File: src/cpu_bus_pkg.sv
/*
 * CPU bus definitions for the 386-style memory port
 * Word width, served address range and where the SDRAM fields sit in the address
 */
package cpu_bus_pkg;

	localparam int CPU_DATA_W = 32;	// CPU data word
	localparam int CPU_ADDR_HI = 22;	// Highest address bit decoded
	localparam int CPU_ADDR_LO = 2;	// Byte bits come in as be_n

	// SDRAM field start bits inside the CPU address
	localparam int BANK_LSB = 21;	// Bank select, 2 bits
	localparam int ROW_LSB = 9;	// Row, 12 bits
	localparam int COL_LSB = 2;	// Word column, 7 bits

	localparam int BYTES_PER_WORD = 4;	// Burst beats per CPU word
	localparam int BEAT_W = $clog2(BYTES_PER_WORD);	// Beat counter width

	// Direction of a CPU memory cycle, taken from W/R
	typedef enum logic {
		OP_READ = 1'b0,
		OP_WRITE = 1'b1
	} cpu_op_e;

endpackage

File: src/sdram_pkg.sv
/*
 * SDRAM device definitions
 * Pin widths, command encodings, sequencer states and the mode register word
 */
package sdram_pkg;

	localparam int SDRAM_A_W = 12;	// Address pins
	localparam int SDRAM_DQ_W = 8;	// Data pins, x8 part
	localparam int BA_W = 2;	// Bank pins

	localparam int CAS_LATENCY = 2;	// Read data delay, matches mode word
	localparam int T_RCD = 2;	// ACT to RD/WR

	// BL=4, sequential, CL=2, programmed burst write
	localparam logic [SDRAM_A_W-1:0] MODE_WORD = 12'h022;

	// Encoded as {RAS_n, CAS_n, WE_n}
	typedef enum logic [2:0] {
		CMD_LMR = 3'b000,
		CMD_ARF = 3'b001,
		CMD_PRE = 3'b010,
		CMD_ACT = 3'b011,
		CMD_WR = 3'b100,
		CMD_RD = 3'b101,
		CMD_NOP = 3'b111
	} sdram_cmd_e;

	typedef enum logic [4:0] {
		ST_POWERUP,	// cke low until PLL lock
		ST_INIT_WAIT, ST_INIT_PRE, ST_INIT_TRP,
		ST_INIT_ARF0, ST_INIT_RFC0, ST_INIT_ARF1, ST_INIT_RFC1,
		ST_INIT_LMR, ST_INIT_MRD,
		ST_IDLE,
		ST_REF_ARF, ST_REF_RFC,
		ST_ACT, ST_TRCD,
		ST_WR_BEAT, ST_WR_REC,
		ST_RD_BEAT, ST_RD_PRE, ST_RD_TRP
	} seq_state_e;

endpackage

File: src/cpu_cycle_capture.sv
/*
 * CPU cycle capture
 * Accepts one memory strobe at a time and holds it until the sequencer takes it
 */
`timescale 1ns/1ps

module cpu_cycle_capture
	import cpu_bus_pkg::*;
(
	input logic CLK,
	input logic RESET,
	input logic ads_n,
	input logic cs_n,
	input logic mio,
	input logic wr,
	input logic [CPU_ADDR_HI:CPU_ADDR_LO] addr,
	input logic [BYTES_PER_WORD-1:0] be_n,
	input logic [CPU_DATA_W-1:0] wdata,
	input logic take,
	output logic pending,
	output cpu_op_e op,
	output logic [CPU_ADDR_HI:CPU_ADDR_LO] req_addr,
	output logic [BYTES_PER_WORD-1:0] req_be_n,
	output logic [CPU_DATA_W-1:0] req_wdata
);

	logic accept;

	// Memory cycle only, a second strobe while busy is dropped
	assign accept = !ads_n && !cs_n && mio && !pending;

	always_ff @(posedge CLK) begin
		if (!RESET) begin
			pending <= 1'b0;
		end else if (accept) begin
			pending <= 1'b1;	// Cycle waiting for the sequencer
		end else if (take) begin
			pending <= 1'b0;	// Sequencer started the access
		end
	end

	// Request fields stay put until the next accepted strobe
	always_ff @(posedge CLK) begin
		if (accept) begin
			op <= cpu_op_e'(wr);	// W/R high means write
			req_addr <= addr;
			req_be_n <= be_n;
			req_wdata <= wdata;	// Ignored on reads
		end
	end

endmodule

File: src/refresh_timer.sv
/*
 * Refresh interval timer
 * Reloading down-counter that raises a sticky request until acknowledged
 */
`timescale 1ns/1ps

module refresh_timer #(
	parameter int REFRESH_INTERVAL = 1560
) (
	input logic CLK,
	input logic RESET,
	input logic run,
	input logic ref_ack,
	output logic ref_req
);

	localparam int CNT_W = $clog2(REFRESH_INTERVAL);

	logic [CNT_W-1:0] cnt;

	always_ff @(posedge CLK) begin
		if (!RESET || !run) begin
			cnt <= CNT_W'(REFRESH_INTERVAL - 1);	// Held loaded during init
			ref_req <= 1'b0;
		end else begin
			if (cnt == '0) begin
				cnt <= CNT_W'(REFRESH_INTERVAL - 1);	// Free-running period
			end else begin
				cnt <= cnt - 1'b1;
			end
			if (cnt == '0) begin
				ref_req <= 1'b1;	// New expiry wins over a same-cycle ack
			end else if (ref_ack) begin
				ref_req <= 1'b0;
			end
		end
	end

endmodule

File: src/sdram_sequencer.sv
/*
 * SDRAM sequencer
 * Power-up sequence, periodic refresh and four-beat read/write bursts
 * One command per cycle, with a shared wait counter for every fixed delay
 */
`timescale 1ns/1ps

module sdram_sequencer
	import cpu_bus_pkg::*;
	import sdram_pkg::*;
#(
	parameter int INIT_WAIT_CYCLES = 10000,
	parameter int T_RP = 2,
	parameter int T_RFC = 7,
	parameter int T_MRD = 2
) (
	input logic CLK,
	input logic RESET,
	input logic lock,
	input logic pending,
	input cpu_op_e op,
	input logic [CPU_ADDR_HI:CPU_ADDR_LO] req_addr,
	input logic [BYTES_PER_WORD-1:0] req_be_n,
	input logic [CPU_DATA_W-1:0] req_wdata,
	input logic ref_req,
	output logic take,
	output logic ref_ack,
	output logic timer_run,
	output logic seq_cke,
	output sdram_cmd_e seq_cmd,
	output logic [SDRAM_A_W-1:0] seq_a,
	output logic [BA_W-1:0] seq_ba,
	output logic seq_dqm,
	output logic [SDRAM_DQ_W-1:0] seq_wbyte,
	output logic seq_wen,
	output logic beat_valid,
	output logic [BEAT_W-1:0] beat_index,
	output logic wr_done
);

	localparam int WAIT_A = (INIT_WAIT_CYCLES > T_RFC) ? INIT_WAIT_CYCLES : T_RFC;
	localparam int CNT_MAX = (WAIT_A > T_RP + 1) ? WAIT_A : T_RP + 1;
	localparam int CNT_W = $clog2(CNT_MAX + 1);
	localparam int COL_W = ROW_LSB - COL_LSB;	// Word column bits
	localparam logic [BEAT_W-1:0] LAST_BEAT = BEAT_W'(BYTES_PER_WORD - 1);

	seq_state_e state, state_d;
	logic [CNT_W-1:0] cnt, cnt_d;
	logic [BEAT_W-1:0] beat, beat_d;
	logic init_done;
	logic cnt_zero;
	logic [BA_W-1:0] bank;
	logic [SDRAM_A_W-1:0] row;
	logic [SDRAM_A_W-1:0] col_addr;

	assign bank = req_addr[BANK_LSB +: BA_W];
	assign row = req_addr[ROW_LSB +: SDRAM_A_W];
	// Word column plus two zero bits, a10 left clear
	assign col_addr = {{(SDRAM_A_W - COL_W - 2){1'b0}}, req_addr[COL_LSB +: COL_W], 2'b00};

	assign cnt_zero = (cnt == '0);
	assign seq_cke = (state != ST_POWERUP);	// Clock enable once lock seen
	assign timer_run = init_done;
	assign beat_index = beat;
	assign seq_wbyte = req_wdata[beat*SDRAM_DQ_W +: SDRAM_DQ_W];	// Byte k on beat k

	always_comb begin
		state_d = state;
		cnt_d = cnt_zero ? cnt : cnt - 1'b1;	// Free countdown, states reload it
		beat_d = beat;
		seq_cmd = CMD_NOP;
		seq_a = '0;
		seq_ba = '0;
		seq_dqm = 1'b1;	// Masked outside a burst
		seq_wen = 1'b0;
		beat_valid = 1'b0;
		take = 1'b0;
		ref_ack = 1'b0;
		wr_done = 1'b0;
		case (state)
			ST_POWERUP: if (lock) begin
				state_d = ST_INIT_WAIT;
				cnt_d = CNT_W'(INIT_WAIT_CYCLES - 1);
			end
			ST_INIT_WAIT: if (cnt_zero) state_d = ST_INIT_PRE;
			ST_INIT_PRE: begin
				seq_cmd = CMD_PRE;
				seq_a[10] = 1'b1;	// All banks
				cnt_d = CNT_W'(T_RP - 1);
				state_d = ST_INIT_TRP;
			end
			ST_INIT_TRP: if (cnt_zero) state_d = ST_INIT_ARF0;
			ST_INIT_ARF0, ST_INIT_ARF1: begin
				seq_cmd = CMD_ARF;
				cnt_d = CNT_W'(T_RFC - 1);
				state_d = (state == ST_INIT_ARF0) ? ST_INIT_RFC0 : ST_INIT_RFC1;
			end
			ST_INIT_RFC0: if (cnt_zero) state_d = ST_INIT_ARF1;
			ST_INIT_RFC1: if (cnt_zero) state_d = ST_INIT_LMR;
			ST_INIT_LMR: begin
				seq_cmd = CMD_LMR;
				seq_a = MODE_WORD;
				cnt_d = CNT_W'(T_MRD - 1);
				state_d = ST_INIT_MRD;
			end
			ST_INIT_MRD: if (cnt_zero) state_d = ST_IDLE;
			ST_IDLE: begin
				if (pending) begin	// CPU access ahead of refresh
					take = 1'b1;
					state_d = ST_ACT;
				end else if (ref_req) begin
					ref_ack = 1'b1;
					state_d = ST_REF_ARF;
				end
			end
			ST_REF_ARF: begin
				seq_cmd = CMD_ARF;
				cnt_d = CNT_W'(T_RFC - 1);
				state_d = ST_REF_RFC;
			end
			ST_REF_RFC: if (cnt_zero) state_d = ST_IDLE;
			ST_ACT: begin
				seq_cmd = CMD_ACT;
				seq_a = row;
				seq_ba = bank;
				cnt_d = CNT_W'(T_RCD - 2);	// T_RCD-1 NOPs follow
				state_d = ST_TRCD;
			end
			ST_TRCD: if (cnt_zero) begin
				beat_d = '0;
				state_d = (op == OP_WRITE) ? ST_WR_BEAT : ST_RD_BEAT;
			end
			ST_WR_BEAT: begin
				seq_cmd = (beat == '0) ? CMD_WR : CMD_NOP;
				seq_a = col_addr;
				seq_a[10] = 1'b1;	// Auto-precharge after the burst
				seq_ba = bank;
				seq_dqm = req_be_n[beat];
				seq_wen = 1'b1;	// Drive DQ on every beat
				beat_d = beat + 1'b1;
				if (beat == LAST_BEAT) begin
					cnt_d = CNT_W'(T_RP);	// Write recovery plus tRP
					state_d = ST_WR_REC;
				end
			end
			ST_WR_REC: if (cnt_zero) begin
				wr_done = 1'b1;
				state_d = ST_IDLE;
			end
			ST_RD_BEAT: begin
				seq_cmd = (beat == '0) ? CMD_RD : CMD_NOP;
				seq_a = col_addr;	// a10 low, closed by explicit PRE
				seq_ba = bank;
				seq_dqm = req_be_n[beat];
				beat_valid = 1'b1;
				beat_d = beat + 1'b1;
				if (beat == LAST_BEAT) state_d = ST_RD_PRE;
			end
			ST_RD_PRE: begin
				seq_cmd = CMD_PRE;
				seq_a[10] = 1'b1;
				cnt_d = CNT_W'(T_RP - 1);
				state_d = ST_RD_TRP;
			end
			ST_RD_TRP: if (cnt_zero) state_d = ST_IDLE;
			default: state_d = ST_POWERUP;
		endcase
	end

	always_ff @(posedge CLK) begin
		if (!RESET) begin
			state <= ST_POWERUP;
			cnt <= '0;
			beat <= '0;
			init_done <= 1'b0;
		end else begin
			state <= state_d;
			cnt <= cnt_d;
			beat <= beat_d;
			if (state == ST_INIT_MRD && cnt_zero) init_done <= 1'b1;	// Refresh timer starts
		end
	end

endmodule

File: src/sdram_pin_driver.sv
/*
 * SDRAM pin register stage
 * Every pin is registered once; reset parks the device deselected with cke low
 */
`timescale 1ns/1ps

module sdram_pin_driver
	import sdram_pkg::*;
(
	input logic CLK,
	input logic RESET,
	input logic seq_cke,
	input sdram_cmd_e seq_cmd,
	input logic [SDRAM_A_W-1:0] seq_a,
	input logic [BA_W-1:0] seq_ba,
	input logic seq_dqm,
	input logic [SDRAM_DQ_W-1:0] seq_wbyte,
	input logic seq_wen,
	output logic cke,
	output logic sdram_cs_n,
	output sdram_cmd_e cmd,
	output logic [SDRAM_A_W-1:0] a,
	output logic [BA_W-1:0] ba,
	output logic dqm,
	output logic [SDRAM_DQ_W-1:0] dq_out,
	output logic dq_oe
);

	// Control pins
	always_ff @(posedge CLK) begin
		if (!RESET) begin
			cke <= 1'b0;
			sdram_cs_n <= 1'b1;	// Deselected
			cmd <= CMD_NOP;
			dqm <= 1'b1;
			dq_oe <= 1'b0;	// DQ released
		end else begin
			cke <= seq_cke;
			sdram_cs_n <= !seq_cke;	// Selected whenever clocked
			cmd <= seq_cmd;
			dqm <= seq_dqm;
			dq_oe <= seq_wen;
		end
	end

	// Address and write data only matter with a command or dq_oe
	always_ff @(posedge CLK) begin
		a <= seq_a;
		ba <= seq_ba;
		dq_out <= seq_wbyte;
	end

endmodule

File: src/read_word_assembler.sv
/*
 * Read word assembler
 * Lines up beats with the CAS delay, packs bytes into lanes and pulses READY
 */
`timescale 1ns/1ps

module read_word_assembler
	import cpu_bus_pkg::*;
	import sdram_pkg::*;
(
	input logic CLK,
	input logic RESET,
	input logic [SDRAM_DQ_W-1:0] dq_in,
	input logic beat_valid,
	input logic [BEAT_W-1:0] beat_index,
	input logic [BYTES_PER_WORD-1:0] req_be_n,
	input logic wr_done,
	output logic [CPU_DATA_W-1:0] rdata,
	output logic ready_n
);

	localparam int DLY = CAS_LATENCY + 1;	// Pin register plus CAS latency

	logic [DLY-1:0] vld_sr;
	logic [BEAT_W-1:0] idx_sr [DLY];
	logic wr_done_q;	// Aligned with the write's last pin cycle
	logic cap_vld;
	logic [BEAT_W-1:0] cap_idx;

	assign cap_vld = vld_sr[DLY-1];	// Byte on dq_in this cycle
	assign cap_idx = idx_sr[DLY-1];

	always_ff @(posedge CLK) begin
		if (!RESET) begin
			vld_sr <= '0;
			wr_done_q <= 1'b0;
			ready_n <= 1'b1;
		end else begin
			vld_sr <= {vld_sr[DLY-2:0], beat_valid};
			wr_done_q <= wr_done;
			// One-cycle READY after last read byte or write recovery
			ready_n <= !((cap_vld && cap_idx == BEAT_W'(BYTES_PER_WORD - 1)) || wr_done_q);
		end
	end

	always_ff @(posedge CLK) begin
		idx_sr[0] <= beat_index;
		for (int i = 1; i < DLY; i++) begin
			idx_sr[i] <= idx_sr[i-1];
		end
		if (cap_vld) begin
			// Disabled lanes read back as zero
			rdata[cap_idx*SDRAM_DQ_W +: SDRAM_DQ_W] <= req_be_n[cap_idx] ? '0 : dq_in;
		end
	end

endmodule

File: src/sdram_controller.sv
/*
 * SDRAM controller top level
 * Connects a 386-style CPU memory port to one x8 SDRAM device
 */
`timescale 1ns/1ps

module sdram_controller
	import cpu_bus_pkg::*;
	import sdram_pkg::*;
#(
	parameter int INIT_WAIT_CYCLES = 10000,	// Power-up NOP wait
	parameter int REFRESH_INTERVAL = 1560,
	parameter int T_RP = 2,
	parameter int T_RFC = 7,
	parameter int T_MRD = 2
) (
	input logic CLK,
	input logic RESET,
	input logic ads_n,
	input logic cs_n,
	input logic mio,
	input logic wr,
	input logic [CPU_ADDR_HI:CPU_ADDR_LO] addr,
	input logic [BYTES_PER_WORD-1:0] be_n,
	input logic [CPU_DATA_W-1:0] wdata,
	input logic lock,
	output logic ready_n,
	output logic [CPU_DATA_W-1:0] rdata,
	output logic sdram_clk,
	output logic cke,
	output logic sdram_cs_n,
	output sdram_cmd_e cmd,
	output logic [SDRAM_A_W-1:0] a,
	output logic [BA_W-1:0] ba,
	output logic dqm,
	output logic [SDRAM_DQ_W-1:0] dq_out,
	output logic dq_oe,
	input logic [SDRAM_DQ_W-1:0] dq_in
);

	logic take, pending;
	cpu_op_e op;
	logic [CPU_ADDR_HI:CPU_ADDR_LO] req_addr;
	logic [BYTES_PER_WORD-1:0] req_be_n;
	logic [CPU_DATA_W-1:0] req_wdata;
	logic ref_req, ref_ack, timer_run;
	logic seq_cke, seq_dqm, seq_wen;
	sdram_cmd_e seq_cmd;
	logic [SDRAM_A_W-1:0] seq_a;
	logic [BA_W-1:0] seq_ba;
	logic [SDRAM_DQ_W-1:0] seq_wbyte;
	logic beat_valid, wr_done;
	logic [BEAT_W-1:0] beat_index;

	assign sdram_clk = CLK;	// Device runs on the controller clock

	cpu_cycle_capture cpu_cycle_capture_i (
		.CLK(CLK), .RESET(RESET), .ads_n(ads_n), .cs_n(cs_n), .mio(mio), .wr(wr),
		.addr(addr), .be_n(be_n), .wdata(wdata), .take(take), .pending(pending),
		.op(op), .req_addr(req_addr), .req_be_n(req_be_n), .req_wdata(req_wdata)
	);

	refresh_timer #(.REFRESH_INTERVAL(REFRESH_INTERVAL)) refresh_timer_i (
		.CLK(CLK), .RESET(RESET), .run(timer_run), .ref_ack(ref_ack), .ref_req(ref_req)
	);

	sdram_sequencer #(
		.INIT_WAIT_CYCLES(INIT_WAIT_CYCLES), .T_RP(T_RP), .T_RFC(T_RFC), .T_MRD(T_MRD)
	) sdram_sequencer_i (
		.CLK(CLK), .RESET(RESET), .lock(lock), .pending(pending), .op(op),
		.req_addr(req_addr), .req_be_n(req_be_n), .req_wdata(req_wdata),
		.ref_req(ref_req), .take(take), .ref_ack(ref_ack), .timer_run(timer_run),
		.seq_cke(seq_cke), .seq_cmd(seq_cmd), .seq_a(seq_a), .seq_ba(seq_ba),
		.seq_dqm(seq_dqm), .seq_wbyte(seq_wbyte), .seq_wen(seq_wen),
		.beat_valid(beat_valid), .beat_index(beat_index), .wr_done(wr_done)
	);

	sdram_pin_driver sdram_pin_driver_i (
		.CLK(CLK), .RESET(RESET), .seq_cke(seq_cke), .seq_cmd(seq_cmd), .seq_a(seq_a),
		.seq_ba(seq_ba), .seq_dqm(seq_dqm), .seq_wbyte(seq_wbyte), .seq_wen(seq_wen),
		.cke(cke), .sdram_cs_n(sdram_cs_n), .cmd(cmd), .a(a), .ba(ba), .dqm(dqm),
		.dq_out(dq_out), .dq_oe(dq_oe)
	);

	read_word_assembler read_word_assembler_i (
		.CLK(CLK), .RESET(RESET), .dq_in(dq_in), .beat_valid(beat_valid),
		.beat_index(beat_index), .req_be_n(req_be_n), .wr_done(wr_done),
		.rdata(rdata), .ready_n(ready_n)
	);

endmodule

File: config.mk
export PLATFORM = sky130hd
export DESIGN_NAME = sdram_controller
export DESIGN_NICKNAME = d
export VERILOG_FILES = /design/src/cpu_bus_pkg.sv /design/src/sdram_pkg.sv /design/src/cpu_cycle_capture.sv /design/src/refresh_timer.sv /design/src/sdram_sequencer.sv /design/src/sdram_pin_driver.sv /design/src/read_word_assembler.sv /design/src/sdram_controller.sv
export SDC_FILE = /design/constraint.sdc
export NUM_CORES = 1
export LEC_CHECK = 0
export BUFFER_PORTS_ARGS = -buffer_cell sky130_fd_sc_hd__buf_4
export CELL_PAD_IN_SITES_DETAIL_PLACEMENT = 1
export CELL_PAD_IN_SITES_GLOBAL_PLACEMENT = 2
export CORE_ASPECT_RATIO = 1.1
export CORE_MARGIN = 4
export CORE_UTILIZATION = 30
export DETAILED_ROUTE_END_ITERATION = 8
export GPL_TIMING_DRIVEN = 0
export PLACE_DENSITY_LB_ADDON = 0.1
export SLEW_MARGIN = 20
export SYNTH_ARGS = -nofsm -noshare
export SYNTH_HDL_FRONTEND = slang
export SYNTH_SLANG_ARGS = --single-unit
export TNS_END_PERCENT = 100
File: constraint.sdc
create_clock -name CLK -period 12.66 [get_ports CLK]
set_clock_uncertainty 0.1 [all_clocks]
set_input_delay 3.798 -clock CLK [delete_from_list [all_inputs] [get_ports CLK]]
set_output_delay 3.798 -clock CLK [all_outputs]
set_load 0.02 [all_outputs]
---- Yosys cells after proc, flatten, opt, wreduce, memory -nomap -nowiden ----
Memory sizes are Yosys's and may differ from the RTL's.
Index checks and enable logic that the tools add are counted.
operators by class
  add/sub/neg operators ................... 4
  order comparisons ....................... 2
  eq/ne operators ......................... 31
  shift-type cells ........................ 3
  mux-type cells .......................... 43
  reduce and logical (&&, ||, !) cells .... 35
operators by type and width
  kind                                                    number
  one-hot mux 5 bit (16 select lines)                     1
  one-hot mux 14 bit (5 select lines)                     1
  two-way mux 5 bit                                       12
  two-way mux 14 bit                                      3
  equality test 5 x 4 -> 1 bit (second input constant)    8
  negator 5 -> 34 bit                                     1
  variable shift 8 x 34 -> 32 bit (first input constant)  1
  variable part select 8 x 34 -> 32 bit                   1
  bitwise mux 32 bit                                      1
  variable part select 32 x 6 -> 8 bit                    1
  one-hot mux 10 bit (3 select lines)                     1
  equality test 5 x 3 -> 1 bit (second input constant)    4
  equality test 5 bit (second input constant)             4
  one-hot mux 3 bit (6 select lines)                      1
  != test 2 x 1 -> 1 bit (second input constant)          8
  zero test 14 bit                                        1
  two-way mux 1 bit                                       14
  subtractor 14 x 1 -> 14 bit (second input constant)     1
  OR reduction 3 bit                                      4
  zero test 11 bit                                        1
  subtractor 11 x 1 -> 11 bit (second input constant)     1
  equality test 5 x 2 -> 1 bit (second input constant)    2
  AND reduction 10 bit                                    1
  two-way mux 2 bit                                       4
  other kinds (20)                                        41
storage, ports and cells
  flip-flop bits (word level) ............. 159
  bits in writable memories ............... 6
  bits of input ports ..................... 72
  output and inout port bits .............. 63
  word-level logic and storage cells ...... 143
  memories kept ........................... 1
memory list
  name                          words  bits a word  rd ports  clocked after memory_dff  write ports  RTL line                   text
  read_word_assembler_i.idx_sr  3      2            3         0                         3            read_word_assembler.sv:25  logic [BEAT_W-1:0] idx_sr [DLY];

---- Longest topological paths before layout ----
An unclocked memory read counts as a cell.
  depth after elaboration ................. 6
  mapped depth ............................ 8
  mapped depth without buffers ............ 7

---- Modules after synthesis ----
Synthesis repeated with hierarchy kept, for this count alone.
second synthesis, totals
  cells, all modules ...................... 545
  area total of the unflattened synthesis .. 6,874.1 um^2
by module, submodules not included
  module               instances  cells each  area each (um^2)  seq. area each (um^2)
  sdram_sequencer      1          265         2,107.0           440.4
  cpu_cycle_capture    1          62          1,799.2           1,761.7
  read_word_assembler  1          119         1,773.0           1,181.1
  sdram_pin_driver     1          36          621.8             580.6
  refresh_timer        1          62          565.5             240.2
  sdram_controller     1          1           7.5               0.0

==> impl_metrics.py <==
metrics = {
    "run_status": {
        "outcome": "completed",
    },
    "final_layout": {
        "design_area_um2": 8500,
        "drive_above_1_share_pct": 29.3,
        "diodes": 0,
        "nFillCells": 2275,
        "final_util_pct": 40.8,
        "area_delta_synth_final_pct": 32.2,
        "final_net_count": 772,
    },
    "setup_path": {
        "crit_chain": "clkbuf_16 > clkbuf_16 > buf_4 > buf_4",
        "crit_family": "buffers and inverters",
        "setup.worst_path.class": "clock port to output pin",
        "cpPeakStageDelay_ns": 0.14,
        "cp_max_fo": 2,
        "required_ns": 8.76,
        "crit_path_end_kind": "output pin",
        "reg2regPathDepth": 5,
        "crit_slowest_cell": "buf_4",
        "reg2reg_to": "cpu_cycle_capture_i.req_wdata[5]",
        "cp_data_arrival_time_ns": 6.84,
        "setup.worst_path.start_class": "clock port",
        "crit_buf_inv": 4,
        "r2r_setup_slack_ns": 10.08,
        "rr_startpoint": "cpu_cycle_capture_i.pending",
    },
    "synth": {
        "avgSynthCellArea_um2": 12.2,
        "synth.largest_area_cell": "edfxtp_1",
        "synth_enable_flop_cells": 90,
        "seq_area_frac_synth_pct": 65.4,
        "synth.distinct_cells": 61,
        "synth-seq-cells": 165,
        "syn_area_um2": 6430,
        "synth_top_area_share_pct": 42.0,
        "yosys-top-cells-area": "edfxtp_1 (42%), dfxtp_1 (23%), nor2_1 (4.0%), mux4_2 (3.2%), nand2_1 (2.5%)",
        "synth_ff_type": "edfxtp_1",
        "synth_nets": 608,
        "yosys_warnings": 0,
        "async_reset_ff_share_pct": 0,
        "syn_inst": 526,
    },
    "floorplan": {
        "core_um2": 20900,
        "start_util_pct": 30.8,
        "row_count": 55,
        "ios": 135,
        "die_x_um": 148,
        "dieArea_um2": 23800,
        "die_h_um": 162,
    },
    "clock_tree": {
        "hold_buffers": 0,
        "ctsResizeCount": 0,
        "worstSkewPairLatency_ns": 0.53,
        "cts_setup_buffers": 0,
        "clkTransAtPathRegs_ns": 0.07,
        "cts_tree": "done",
    },
    "global_routing": {
        "use_met3_pct": 5.53,
        "antenna_found_initial": 0,
        "grt_pass1_vias": 5149,
        "use_met2_pct": 24.3,
        "grt_util_met1_pct": 17.9,
        "grt_max_degree": 18,
        "grt.overflow.total": 0,
        "busiest_layer": "met2",
        "grt_pass1_wl_um": 27500,
        "gr-usage-all-layers_pct": 15.0,
    },
    "hold_path": {
        "whs_endpoint": "read_word_assembler_i.idx_sr[0][3]",
        "hold_start": "read_word_assembler_i.idx_sr[0][1]",
        "hp-class": "flip-flop to flip-flop",
        "hold_path_depth": 0,
    },
    "sta": {
        "drv_slew": 0,
        "slew_headroom_pct": 43.4,
        "worst_pin_slew_ns": 0.841,
        "setup_viol": 0,
        "hold_ws_ns": 0.229,
        "hold_viol_final": 0,
        "rsz0062_at_grt": "false",
        "setup_slack_ns": 1.92,
    },
    "job": {
        "maxCapViolCount": 0,
    },
    "routing": {
        "dr.pass1.iters": 4,
        "drc": 0,
        "routedWlPerCell_um": 17.5,
        "vias_per_cell": 4.72,
        "drt-initial-drc-count": 197,
        "wl_um": 17300,
        "via_count": 4665,
        "detail-route-antenna-nets": 0,
    },
    "place": {
        "port_buffers": 134,
        "hpwl_um": 13000,
        "post_dp_cell_area_um2": 7840,
        "detailedPlace.worstSlack_ns": 2.18,
        "globalplace.congestion": 0.852,
    },
    "pwr": {
        "peakVddDrop_mv": 0.102,
        "pwr_density_cell_nw_per_um2": 176,
        "p_leak_nw": 3.26,
    },
}
## layout by cell type (no fill, tap or decap), types with 8 or more instances in the layout
| master | synthesis | final |
|---|---|---|
| a21oi_1 | 20 | 20 |
| and2_1 | 11 | 11 |
| buf_2 | 5 | 12 |
| buf_4 | 1 | 136 |
| clkbuf_1 | 12 | 13 |
| clkbuf_16 | 0 | 21 |
| dfxtp_1 | 75 | 75 |
| edfxtp_1 | 90 | 90 |
| ha_1 | 10 | 10 |
| inv_1 | 16 | 16 |
| mux4_2 | 9 | 9 |
| nand2_1 | 43 | 43 |
| nand2b_1 | 11 | 11 |
| nand3_1 | 12 | 12 |
| nor2_1 | 69 | 69 |
| nor3_1 | 13 | 13 |
| o21ai_0 | 17 | 17 |
| xnor2_1 | 12 | 12 |
| xor2_1 | 8 | 8 |
## report_power, final
group	leakage (nW)	internal [W]	switching, W
registers	1.45	0.000597	0.0000330
clock network	0.331	0.000321	0.000247
logic	1.47	0.000121	0.000178
total	3.26	0.00104	0.000458
## through the flow
| stage | total power, W | cells | setup TNS, ns |
|---|---|---|---|
| floorplan | 0.000844 | 526 | 0 |
| global placement | 0.000949 | 945 | -41.86 |
| finish | 0.00150 | 988 | 0 |
| global route | 0.00158 | 988 | 0 |
| CTS | 0.00152 | 988 | 0 |
| detailed placement | 0.000955 | 953 | 0 |
## how the worst max path moves through the flow
stage | startpoint | end | slack [ns] | cells after the start
finish | CLK | sdram_clk | 1.92 | 4
global route | CLK | sdram_clk | 1.90 | 4
CTS | CLK | sdram_clk | 1.91 | 4
detailed placement | CLK | sdram_clk | 2.18 | 2
global placement | cs_n | cpu_cycle_capture_i.req_wdata[7] | -0.72 | 2
floorplan | ads_n | cpu_cycle_capture_i.op | 1.95 | 1
## final cells by class
class                      count  area, µm²  share of cell area (%)
buffer                        21       88.8                    1.04
clock buffer                  23        537                    6.31
clock inverter                13        126                    1.49
inverter                      16       60.1                   0.706
multi-input combinational    324       2090                    24.6
sequential                   165       4200                    49.4
tap                          285        357                    4.19
timing repair buffer         141       1040                    12.2
## layer usage
metal | wire (µm) | up-vias
met5 | 0 | -
met1 | 7220 | 2274
li1 | - | 2214
met2 | 8490 | 149
met4 | 361 | 0
met3 | 1270 | 28
## registers in the layout, indices dropped and copies added, names as in the netlist, 2 cells and up
signal and count:
sdram_pin_driver_i.ba 2, sdram_sequencer_i.state 5, cpu_cycle_capture_i.req_wdata 32, read_word_assembler_i.idx_sr 6, cpu_cycle_capture_i.req_addr 21, read_word_assembler_i.vld_sr 3
sdram_pin_driver_i.a 12, cpu_cycle_capture_i.req_be_n 4, sdram_pin_driver_i.cmd 3, sdram_sequencer_i.beat_index 2, sdram_sequencer_i.cnt 14, read_word_assembler_i.rdata 32
refresh_timer_i.cnt 11, sdram_pin_driver_i.dq_out 8
## cell families after synthesis
| kind of cell | after synthesis | synth area share, % |
|---|---|---|
| AOI/OAI and AO/OA | 73 | 7.32 |
| xor gates and xnor gates | 20 | 2.72 |
| adders and majority gates | 10 | 1.95 |
| buffers and inverters | 37 | 2.32 |
| DFF | 165 | 65.4 |
| muxes | 16 | 4.26 |
| and+or+nand+nor | 205 | 16.1 |
## synthesized netlist by cell type, drive strengths merged (3+ instances only)
cell and n:
edfxtp 90, dfxtp 75, nor2 69, nand2 44
a21oi 22, o21ai 20, inv 16, nor3 13
clkbuf 12, nand3 12, xnor2 12, and2 11
nand2b 11, ha 10, buf 9, mux4 9
nor4 8, xor2 8, a22o 6, mux2i 6
nand3b 6, nor2b 6, or2 4, a31oi 3
and3 3, or3 3, or4 3, or4b 3
Power figures use the tool's default switching activity.
